### config.mk
export PLATFORM = sky130hd
export DESIGN_NAME = mcu_ctrl_top
export DESIGN_NICKNAME = d
export VERILOG_FILES = /design/src/source/spi_ctrl_pkg.sv /design/src/source/mcu_ctrl_top.sv /design/src/source/ctrl_reg_block.sv /design/src/source/spi_byte_engine.sv /design/src/source/pin_conditioner.sv
export SDC_FILE = /design/constraint.sdc
export NUM_CORES = 1
export LEC_CHECK = 0
export ABC_CLOCK_PERIOD_IN_PS = 5150
export BUFFER_PORTS_ARGS = -buffer_cell sky130_fd_sc_hd__buf_4
export CORE_AREA = 2 2 116 84
export CTS_BUF_LIST = sky130_fd_sc_hd__clkbuf_4 sky130_fd_sc_hd__clkbuf_8
export CTS_CLUSTER_DIAMETER = 40
export DETAILED_ROUTE_END_ITERATION = 10
export DIE_AREA = 0 0 118 86
export PLACE_DENSITY = 0.72
export SLEW_MARGIN = 5
export SYNTH_ARGS = -nofsm -noshare
export SYNTH_HDL_FRONTEND = slang
export SYNTH_SLANG_ARGS = --single-unit
### constraint.sdc
create_clock -name clk_sys -period 5.15 [get_ports clk_sys]
set_input_delay 0 -clock clk_sys [delete_from_list [all_inputs] [get_ports clk_sys]]
set_output_delay 0 -clock clk_sys [all_outputs]
set_load 0.05 [all_outputs]
### src/source/spi_ctrl_pkg.sv
// shared frame constants and bus structs for the mode 0 control port, one fixed device id
`default_nettype none

package spi_ctrl_pkg;

	// ----------------------------------------
	// frame constants

	// identifier returned at address 0 and at frame start
	localparam logic [7:0] DEV_ID = 8'hA5;

	// write flag position in the command byte
	localparam int CMD_WRITE_BIT = 7;

	// register map
	localparam logic [1:0] ADDR_ID    = 2'd0;
	localparam logic [1:0] ADDR_CTRL1 = 2'd1;
	localparam logic [1:0] ADDR_CTRL2 = 2'd2;
	localparam logic [1:0] ADDR_CTRL3 = 2'd3;

	// ----------------------------------------
	// buses between the stages

	// filtered pins and edge strobes
	typedef struct packed {
		logic csn;
		logic csn_fall;
		logic sck_rise;
		logic sck_fall;
		logic mosi;
	} pin_evt_t;

	// received byte, vld is a one cycle strobe
	typedef struct packed {
		logic       vld;
		logic       first;
		logic [7:0] data;
	} rx_byte_t;

	typedef struct packed {
		logic [7:0] ctrl1;
		logic [7:0] ctrl2;
		logic [7:0] ctrl3;
	} ctrl_regs_t;

endpackage

`default_nettype wire
### src/source/mcu_ctrl_top.sv
// mode 0 SPI slave for slow links only; WD_LIMIT must suit the clk_sys frequency
`timescale 1ns/100ps
`default_nettype none

module mcu_ctrl_top #(
	parameter int unsigned WD_LIMIT = 1_000_000
) (
	input  wire                           clk_sys,
	input  wire                           rst_n,
	input  wire                           mcu_csn,
	input  wire                           mcu_sck,
	input  wire                           mcu_mosi,
	output wire                           mcu_miso,
	output wire spi_ctrl_pkg::ctrl_regs_t ctrl_regs
);

	import spi_ctrl_pkg::*;

	pin_evt_t   evt;
	rx_byte_t   rx;
	logic [7:0] reply_byte;

	// ----------------------------------------
	// pins to events, events to bytes, bytes to registers

	pin_conditioner u_pins (
		.clk_sys  (clk_sys),
		.rst_n    (rst_n),
		.csn_pin  (mcu_csn),
		.sck_pin  (mcu_sck),
		.mosi_pin (mcu_mosi),
		.evt      (evt)
	);

	spi_byte_engine #(
		.WD_LIMIT (WD_LIMIT)
	) u_engine (
		.clk_sys    (clk_sys),
		.rst_n      (rst_n),
		.evt        (evt),
		.reply_byte (reply_byte),
		.rx         (rx),
		.miso       (mcu_miso)
	);

	ctrl_reg_block u_regs (
		.clk_sys    (clk_sys),
		.rst_n      (rst_n),
		.rx         (rx),
		.reply_byte (reply_byte),
		.ctrl_regs  (ctrl_regs)
	);

endmodule

`default_nettype wire

### src/source/ctrl_reg_block.sv
// two byte frames only; bytes past the second and bytes without a command are ignored
`timescale 1ns/100ps
`default_nettype none

module ctrl_reg_block (
	input  wire                         clk_sys,
	input  wire                         rst_n,
	input  wire spi_ctrl_pkg::rx_byte_t rx,
	output logic [7:0]                  reply_byte,
	output spi_ctrl_pkg::ctrl_regs_t    ctrl_regs
);

	import spi_ctrl_pkg::*;

	// idle also covers a discarded frame until the next command
	typedef enum logic {
		ST_IDLE,
		ST_WRITE
	} state_t;

	state_t     state;
	logic [1:0] wr_addr;
	logic       cmd_ok;
	logic       cmd_wr;
	logic [7:0] rd_val;

	// ----------------------------------------
	// command decode

	assign cmd_ok = (rx.data[6:2] == 5'd0);
	assign cmd_wr = rx.data[CMD_WRITE_BIT];

	always_comb begin
		case (rx.data[1:0])
			ADDR_ID:    rd_val = DEV_ID;
			ADDR_CTRL1: rd_val = ctrl_regs.ctrl1;
			ADDR_CTRL2: rd_val = ctrl_regs.ctrl2;
			ADDR_CTRL3: rd_val = ctrl_regs.ctrl3;
		endcase
	end

	// address of a pending write
	always_ff @(posedge clk_sys) begin
		if (rx.vld && rx.first)
			wr_addr <= rx.data[1:0];
	end

	// ----------------------------------------
	// frame FSM and register file

	always_ff @(posedge clk_sys or negedge rst_n) begin
		if (!rst_n) begin
			state      <= ST_IDLE;
			reply_byte <= DEV_ID;
			ctrl_regs  <= '0;
		end else if (rx.vld) begin
			// every byte hands the reply back to the id unless a read asks otherwise
			reply_byte <= DEV_ID;
			state      <= ST_IDLE;
			if (rx.first) begin
				if (cmd_ok && cmd_wr)
					state <= ST_WRITE;
				else if (cmd_ok)
					reply_byte <= rd_val;
			end else if (state == ST_WRITE) begin
				case (wr_addr)
					ADDR_CTRL1: ctrl_regs.ctrl1 <= rx.data;
					ADDR_CTRL2: ctrl_regs.ctrl2 <= rx.data;
					ADDR_CTRL3: ctrl_regs.ctrl3 <= rx.data;
					// id register is read only
					default: ;
				endcase
			end
		end
	end

endmodule

`default_nettype wire

### src/source/spi_byte_engine.sv
// mode 0 only, msb first; WD_LIMIT is in clk_sys cycles and must be at least 1
`timescale 1ns/100ps
`default_nettype none

module spi_byte_engine #(
	parameter int unsigned WD_LIMIT = 1_000_000
) (
	input  wire                         clk_sys,
	input  wire                         rst_n,
	input  wire spi_ctrl_pkg::pin_evt_t evt,
	input  wire [7:0]                   reply_byte,
	output spi_ctrl_pkg::rx_byte_t      rx,
	output logic                        miso
);

	import spi_ctrl_pkg::*;

	logic [2:0]                      bit_cnt;
	logic [2:0]                      bit_cnt_q;
	logic [$clog2(WD_LIMIT + 1)-1:0] wd_cnt;
	logic                            wd_keep;
	logic                            wd_fire;
	logic [7:0]                      rx_sh;
	logic                            byte_done;
	logic [1:0]                      done_dly;
	logic                            rx_vld;
	logic                            first_flag;
	logic [7:0]                      tx_sh;
	logic [7:0]                      reply_q;
	logic                            reply_chg;
	logic                            open_dly;
	logic                            tx_shift;

	// ----------------------------------------
	// bit counter and watchdog

	always_ff @(posedge clk_sys or negedge rst_n) begin
		if (!rst_n) begin
			bit_cnt   <= 3'd0;
			bit_cnt_q <= 3'd0;
			wd_cnt    <= '0;
		end else begin
			bit_cnt_q <= bit_cnt;
			if (evt.csn)
				bit_cnt <= 3'd0;
			else if (wd_fire)
				bit_cnt <= 3'd0;
			else if (evt.sck_rise)
				bit_cnt <= bit_cnt + 3'd1;
			if (wd_keep)
				wd_cnt <= wd_cnt + 1'b1;
			else
				wd_cnt <= '0;
		end
	end

	// half received byte that has stalled
	assign wd_keep = (bit_cnt == bit_cnt_q) && (bit_cnt != 3'd0);
	assign wd_fire = (32'(wd_cnt) == WD_LIMIT);

	// ----------------------------------------
	// receive path

	always_ff @(posedge clk_sys) begin
		if (evt.sck_rise)
			rx_sh <= {rx_sh[6:0], evt.mosi};
	end

	assign byte_done = evt.sck_rise && (bit_cnt == 3'd7);

	always_ff @(posedge clk_sys or negedge rst_n) begin
		if (!rst_n) begin
			done_dly   <= 2'b00;
			first_flag <= 1'b0;
		end else begin
			done_dly <= {done_dly[0], byte_done};
			if (evt.csn)
				first_flag <= 1'b0;
			else if (evt.csn_fall)
				first_flag <= 1'b1;
			else if (rx_vld)
				first_flag <= 1'b0;
		end
	end

	// a frame closing under the delay drops the byte
	assign rx_vld = done_dly[1] & ~evt.csn;

	always_comb begin
		rx.vld   = rx_vld;
		rx.first = first_flag;
		rx.data  = rx_sh;
	end

	// ----------------------------------------
	// transmit path

	assign reply_chg = (reply_byte != reply_q);

	// frame start acts as an extra fall so bit 7 is out before the first rise
	assign tx_shift = evt.sck_fall | open_dly;

	always_ff @(posedge clk_sys or negedge rst_n) begin
		if (!rst_n) begin
			reply_q  <= DEV_ID;
			open_dly <= 1'b0;
			tx_sh    <= 8'hFF;
			miso     <= 1'b1;
		end else begin
			reply_q  <= reply_byte;
			open_dly <= evt.csn_fall;
			if (evt.csn_fall || rx_vld || reply_chg)
				tx_sh <= reply_byte;
			else if (tx_shift)
				tx_sh <= {tx_sh[6:0], 1'b1};
			if (tx_shift)
				miso <= tx_sh[7];
		end
	end

endmodule

`default_nettype wire

### src/source/pin_conditioner.sv
// pins must idle with csn high and sck low in reset; pulses under 3 clk_sys cycles are lost
`timescale 1ns/100ps
`default_nettype none

module pin_conditioner (
	input  wire                    clk_sys,
	input  wire                    rst_n,
	input  wire                    csn_pin,
	input  wire                    sck_pin,
	input  wire                    mosi_pin,
	output spi_ctrl_pkg::pin_evt_t evt
);

	// bit 0 csn, bit 1 sck, bit 2 mosi
	logic [2:0] pins;
	logic [2:0] sync1;
	logic [2:0] sync2;
	logic [2:0] hist1;
	logic [2:0] hist2;
	logic [2:0] held;
	logic [2:0] all_hi;
	logic [2:0] all_lo;
	logic [2:0] filt;

	assign pins = {mosi_pin, sck_pin, csn_pin};

	// ----------------------------------------
	// synchroniser and sample history

	// reset to the idle pin levels so no edge fires out of reset
	always_ff @(posedge clk_sys or negedge rst_n) begin
		if (!rst_n) begin
			sync1 <= 3'b001;
			sync2 <= 3'b001;
			hist1 <= 3'b001;
			hist2 <= 3'b001;
			held  <= 3'b001;
		end else begin
			sync1 <= pins;
			sync2 <= sync1;
			hist1 <= sync2;
			hist2 <= hist1;
			held  <= filt;
		end
	end

	// ----------------------------------------
	// three sample agreement

	assign all_hi = sync2 & hist1 & hist2;
	assign all_lo = ~(sync2 | hist1 | hist2);

	// keep last agreed level until all three samples agree again
	assign filt = all_hi | (held & ~all_lo);

	// strobes line up with the cycle the filtered level moves
	always_comb begin
		evt.csn      = filt[0];
		evt.csn_fall = held[0] & ~filt[0];
		evt.sck_rise = filt[1] & ~held[1];
		evt.sck_fall = held[1] & ~filt[1];
		evt.mosi     = filt[2];
	end

endmodule

`default_nettype wire

**After elaboration in Yosys (flattened, before gate mapping)**

Cells that the tools add are included.

- Logic and storage cells: 80
- Output and inout bits: 25
- Input bits: 5
- Flip-flop bits (word level): 105

- $add $sub $neg: 2
- Muxes and demuxes: 15
- Eq/ne operators: 10
- Bitwise operators: 17
- Reductions and logical operators: 15

Operator list:

| cell | number |
|---|---|
| $mux W8 | 5 |
| $pmux W8 S4 | 1 |
| $add A20 B1 Y20 const B | 1 |
| $eq A20 B20 Y1 const B | 1 |
| $mux W20 | 1 |
| $reduce_and A4 Y1 | 3 |
| $and A3 B3 Y3 | 3 |
| $mux W3 | 3 |
| $or A3 B3 Y3 | 3 |
| $reduce_bool A3 Y1 | 3 |
| $eq A2 B2 Y1 const B | 4 |
| $ne A8 B8 Y1 | 1 |
| $not A3 Y3 | 2 |
| $logic_not A5 Y1 | 1 |
| $mux W1 | 5 |
| $and A1 B1 Y1 | 4 |
| $eq A2 B1 Y1 const B | 2 |
| $logic_and A1 B1 Y1 | 4 |
| $not A1 Y1 | 4 |
| $add A3 B1 Y3 const B | 1 |
| $eq A3 B3 Y1 | 1 |
| $eq A3 B3 Y1 const B | 1 |
| $logic_not A2 Y1 | 1 |
| $logic_or A1 B1 Y1 | 2 |
| 2 further kinds | 2 |

**Longest topological paths before layout**

- Depth in word-level cells: 11
- Mapped depth: 7
- Mapped depth without buffers: 6

**Hierarchy**

Synthesis repeated with hierarchy kept, for this count alone.

- Cell total of the unflattened synthesis: 337
- Area total of the unflattened synthesis: 4461.8 sq um

Modules (own cells, without submodules):

| module | times used | sequential area each (sq um) | area each (sq um) | cells each |
|---|---|---|---|---|
| spi_byte_engine | 1 | 1432.6 | 2418.6 | 197 |
| ctrl_reg_block | 1 | 890.9 | 1546.5 | 107 |
| pin_conditioner | 1 | 381.6 | 496.7 | 33 |

**Worst setup path after synthesis**

No wires, ideal clock.

- Kind: register -> register
- Start point: reg u_pins.sync2[0]
- End point: reg u_regs.ctrl_regs[10] (netlist name)
- Setup slack: 3.275 ns
- Period minus slack after synthesis: 1.875 ns
- Arrival time: 1.750 ns
- Buffers on the path: 1
- Data required time: 5.025 ns
- Cell stages (with the launch flop): 6
- Library setup time: 0.125 ns
- Path through: dfstp_2 > o21ai_0 > a22oi_2 > or4b_1 > buf_2 > mux2_2

- Longest elaborated chain between the ends: 9
- Elaborated cells on any way between the ends: 11
- Those cells by class: bitwise (10); reduce/logical (1)

Ends and longest elaborated chain:

| item | RTL line | text |
|---|---|---|
| from (decl) | pin_conditioner.sv:17 | `logic [2:0] sync2;` |
| from (signal assigned) | pin_conditioner.sv:40 | `sync2 <= sync1;` |
| $or A3 B3 Y3 (2 in series) | pin_conditioner.sv:51 | `assign all_lo = ~(sync2 \| hist1 \| hist2);` |
| $not A3 Y3 | pin_conditioner.sv:51 |  |
| $not A3 Y3 | pin_conditioner.sv:54 | `assign filt = all_hi \| (held & ~all_lo);` |
| $and A3 B3 Y3 | pin_conditioner.sv:54 |  |
| $or A3 B3 Y3 (*) | pin_conditioner.sv:54 |  |
| $not A1 Y1 (*) | spi_byte_engine.sv:87 | `assign rx_vld = done_dly[1] & ~evt.csn;` |
| $and A1 B1 Y1 (*) | spi_byte_engine.sv:87 |  |
| $reduce_and A4 Y1 (no source line) (*) | -- |  |

Mark *: on every way between the ends. The rest lies on a longest branch, timed or not.
A chain may end at the register's enable or synchronous reset.

**Worst setup path after layout**

- Start point: reg u_pins.sync2[0]
- End point: reg u_regs.ctrl_regs[8] (netlist name)

- Longest elaborated chain between the ends: 9
- Elaborated cells on any way between the ends: 11
- Those cells by class: bitwise (10); reduce/logical (1)

Ends and longest elaborated chain:

| item | RTL line |
|---|---|
| $or A3 B3 Y3 (2 in series) | pin_conditioner.sv:51 |
| $not A3 Y3 | pin_conditioner.sv:51 |
| $not A3 Y3 | pin_conditioner.sv:54 |
| $and A3 B3 Y3 | pin_conditioner.sv:54 |
| $or A3 B3 Y3 (*) | pin_conditioner.sv:54 |
| $not A1 Y1 (*) | spi_byte_engine.sv:87 |
| $and A1 B1 Y1 (*) | spi_byte_engine.sv:87 |
| $reduce_and A4 Y1 (no source line) (*) | -- |

Marks and branches as above.

==> impl_metrics.py <==
metrics = {
    "status": {
        "status": "complete, no violations",
    },
    "sta": {
        "fin_crit_sh_pct": 42.7,
        "rsz0062_at_grt": "no",
        "setup_violations": 0,
        "tightest_slew_ns": 1.04,
        "slew_headroom_pct": 30.1,
        "finalSetupTns_ns": 0,
        "period_needed_ns": 2.20,
        "fin_worst_skew_ns": 0.00939,
        "slew_violations": 0,
        "final-hold-violation-count": 0,
        "clock.fmax_mhz": 454,
    },
    "place": {
        "place_area_mm2": 0.00473,
        "portBuffers": 29,
        "dp_hpwl_mm": 5.30,
        "gp_congestion": 0.769,
    },
    "yosys": {
        "synth_area_mm2": 0.00439,
        "synth_warnings": 0,
        "synth_seq_area_share_pct": 61.6,
        "synth-seq-cells": 105,
        "postSynth.asyncResetShare_pct": 90.5,
        "syn_inst": 339,
        "mappedNetlistNets": 349,
        "synth_cell_types": 44,
        "ys.flop_type": "dfrtp_1",
        "avgSynthCellArea_um2": 13.0,
        "synth_edf_count": 10,
    },
    "floorplanning": {
        "dieArea_mm2": 0.0101,
        "start_util_pct": 49.0,
        "std_cell_rows": 29,
        "dieWidth_um": 118,
        "die_height_um": 86,
        "io_pins": 30,
        "coreArea_mm2": 0.00896,
    },
    "routing": {
        "drt_wl_total_mm": 7.77,
        "wl_per_cell_um": 15.4,
        "first_pass_iters": 4,
        "postRouteAntennaNets": 0,
        "drcViolationCount": 0,
        "drtIter0Drc": 133,
        "drt-vias-per-instance": 5.29,
        "num_vias": 2665,
    },
    "critical_path": {
        "cp_slowest_cell": "or4b_1",
        "crit_required_ns": 5.41,
        "cp.arrival_ns": 2.46,
        "setup.worst_path.end_class": "flop",
        "cpLargestDelayFamily": "simple AND/OR/NAND/NOR gates",
        "crit_fanout": 10,
        "cp-start-kind": "flop",
        "path_buf_inv": 0,
        "critPathKind": "flop to flop",
        "crit_chain": "o21ai_0, a22oi_2, or4b_1, mux2_2",
        "max_stage_delay_ns": 0.78,
    },
    "layout": {
        "finalNetCount": 385,
        "utilization_pct": 55.5,
        "layout-drive-gt1-share_pct": 31.8,
        "antenna_cells": 0,
        "syn_to_final_growth_pct": 13.3,
        "fin_area_mm2": 0.00497,
    },
    "global_routing": {
        "antenna_found_initial": 0,
        "grt_overflow": 0,
        "track_usage_pct": 17.0,
        "grt_max_degree": 81,
        "first_global_vias": 2597,
        "grt_pass1_wl_mm": 13.5,
    },
    "clock_network": {
        "cts-root-buf": "clkbuf_8",
        "insertion_delay_ns": 0.37,
        "cts_buffer_depth": 2,
        "cts_tree": "done",
        "clk_pin_slew_ns": 0.10,
        "cts_buffers": 9,
        "cts_sinks": 105,
        "h-tree-depth": 3,
        "post_cts.repair.setup_buffers": 0,
    },
    "pwr": {
        "leakage_nw": 2.21,
        "vdd_drop_max_mv": 0.182,
        "power.density_mw_per_mm2": 300,
    },
    "flow_run": {
        "maxCapViolCount": 0,
    },
    "min_path": {
        "hold_class": "input pin to asynchronous set/reset pin",
    },
}
cells by family (layout without fill, tap and decap cells):
family	after synthesis	in the layout	share of synthesized area, %
AOI/OAI and AO/OA	48	48	6.87
xor gates and xnor gates	22	22	4.39
DFF	105	105	61.6
and+or+nand+nor	90	90	11.6
muxes	48	48	12.2
adders and majority gates	5	5	1.42
buffers and inverters	21	62	1.88
through the flow:
| step | hold WS [ns] | cells | setup slack (ns) | total power, W |
|---|---|---|---|---|
| final | 0.0121 | 504 | 2.95 | 0.00149 |
| after global routing | 0.0104 | 504 | 2.68 | 0.00156 |
| after CTS | 0.00828 | 504 | 2.95 | 0.00151 |
| after detailed placement | -0.130 | 484 | 2.96 | 0.000999 |
| after global placement | -0.133 | 484 | 3.00 | 0.000994 |
| after floorplan | -0.296 | 339 | 3.28 | 0.000965 |
final timing paths:
kind,start,cells past startpoint,slack (ns),endpoint
hold reg to reg,u_pins.sync1[2],0,0.36,u_pins.sync2[2]
max in group asynchronous,rst_n,3,3.92,u_engine.reply_q[6]
setup / recovery,u_pins.sync2[0],4,2.95,u_regs.ctrl_regs[8]
min in group clk_sys,mcu_mosi,2,0.29,u_pins.sync1[2]
setup reg to reg,u_pins.sync2[0],4,2.95,u_regs.ctrl_regs[8]
hold / removal,rst_n,2,0.01,u_regs.ctrl_regs[1]
what timing repair did:
item                                    in CTS  in global routing
hold buffers                                 4                  0
endpoints found under the hold margin       18                  0
endpoints found under the setup margin       0                  0
resized for setup                            0                  0
layout make-up:
cell class / instances / area [µm²]
Timing Repair Buffer: 34 / 265
Tap cell: 124 / 155
Clock buffer: 9 / 124
Multi-Input combinational cell: 213 / 1600
Fill cell: 786 / 3990
Inverter: 12 / 45.0
Sequential cell: 105 / 2710
Clock inverter: 7 / 77.6
cell usage after synthesis (all sizes together) (3+ instances only):
master | number | share of area [%]
a21oi | 17 | 1.9
dfstp | 22 | 13
and2 | 4 | 0.57
a22o | 9 | 1.8
inv | 12 | 1.0
nand3 | 7 | 0.80
nor3 | 4 | 0.57
o31ai | 4 | 0.68
xnor2 | 12 | 2.4
or4 | 6 | 1.0
nor2 | 22 | 1.9
or3 | 6 | 0.94
nand2 | 19 | 1.6
mux2 | 44 | 11
o21ai | 14 | 1.6
mux2i | 4 | 0.91
dfrtp | 73 | 42
nor4 | 3 | 0.77
clkbuf | 4 | 0.34
nand4 | 6 | 1.0
xor2 | 10 | 2.0
buf | 5 | 0.51
ha | 5 | 1.4
edfxtp | 10 | 6.8
routing by layer:
layer | vias to the layer above | GRT usage, % | routed length (µm)
li1 | 1280 | - | -
met4 | 0 | 3.94 | 53
met3 | 8 | 4.92 | 364
met1 | 1321 | 25.9 | 4060
met5 | - | 0 | 0
met2 | 56 | 24.2 | 3290
sequential cells by signal, summed over array words and instances, names as in the netlist:
name and count:
u_pins.sync2 3, u_engine.bit_cnt 3, u_regs.wr_addr 2, u_pins.held 3, u_engine.wd_cnt 20, u_pins.sync1 3
u_regs.ctrl_regs 24, u_regs.reply_byte 8, u_engine.first_flag 1, u_engine.done_dly 2, u_engine.reply_q 8, u_engine.tx_sh 8
u_pins.hist1 3, u_engine.bit_cnt_q 3, u_engine.rx_sh 8, u_engine.miso 1, u_engine.open_dly 1, u_regs.state 1
u_pins.hist2 3
placed cells by master (no fill, tap or decap), types with 2 or more instances in the layout:
cell type | Yosys | layout
o31ai_1 | 4 | 4
nand2_1 | 19 | 19
xor2_1 | 10 | 10
nor4b_1 | 2 | 2
inv_1 | 12 | 12
dfrtp_1 | 73 | 73
or3_2 | 3 | 3
inv_6 | 0 | 3
mux2i_1 | 4 | 4
o21ai_0 | 14 | 14
and2_1 | 4 | 4
or4_1 | 6 | 6
a22o_1 | 9 | 9
a21oi_1 | 17 | 17
nor2_1 | 22 | 22
clkbuf_8 | 0 | 9
dlygate4sd3_1 | 0 | 4
ha_1 | 5 | 5
xnor2_1 | 12 | 12
or3_1 | 3 | 3
nand3_1 | 7 | 7
dfstp_2 | 22 | 22
nor4_1 | 2 | 2
nor2b_1 | 2 | 2
nand4_1 | 5 | 5
mux2_2 | 44 | 44
buf_4 | 0 | 30
edfxtp_1 | 10 | 10
nor3_1 | 3 | 3
power by group:
group	switching, W	leakage (nW)	total [W]	internal [W]
Combinational	0.0000398	0.796	0.0000828	0.0000429
Clock	0.000281	0.101	0.000511	0.000230
Sequential	0.0000184	1.31	0.000900	0.000881
Total	0.000339	2.21	0.00149	0.00115
No activity file was read; power rests on OpenSTA's default activity.
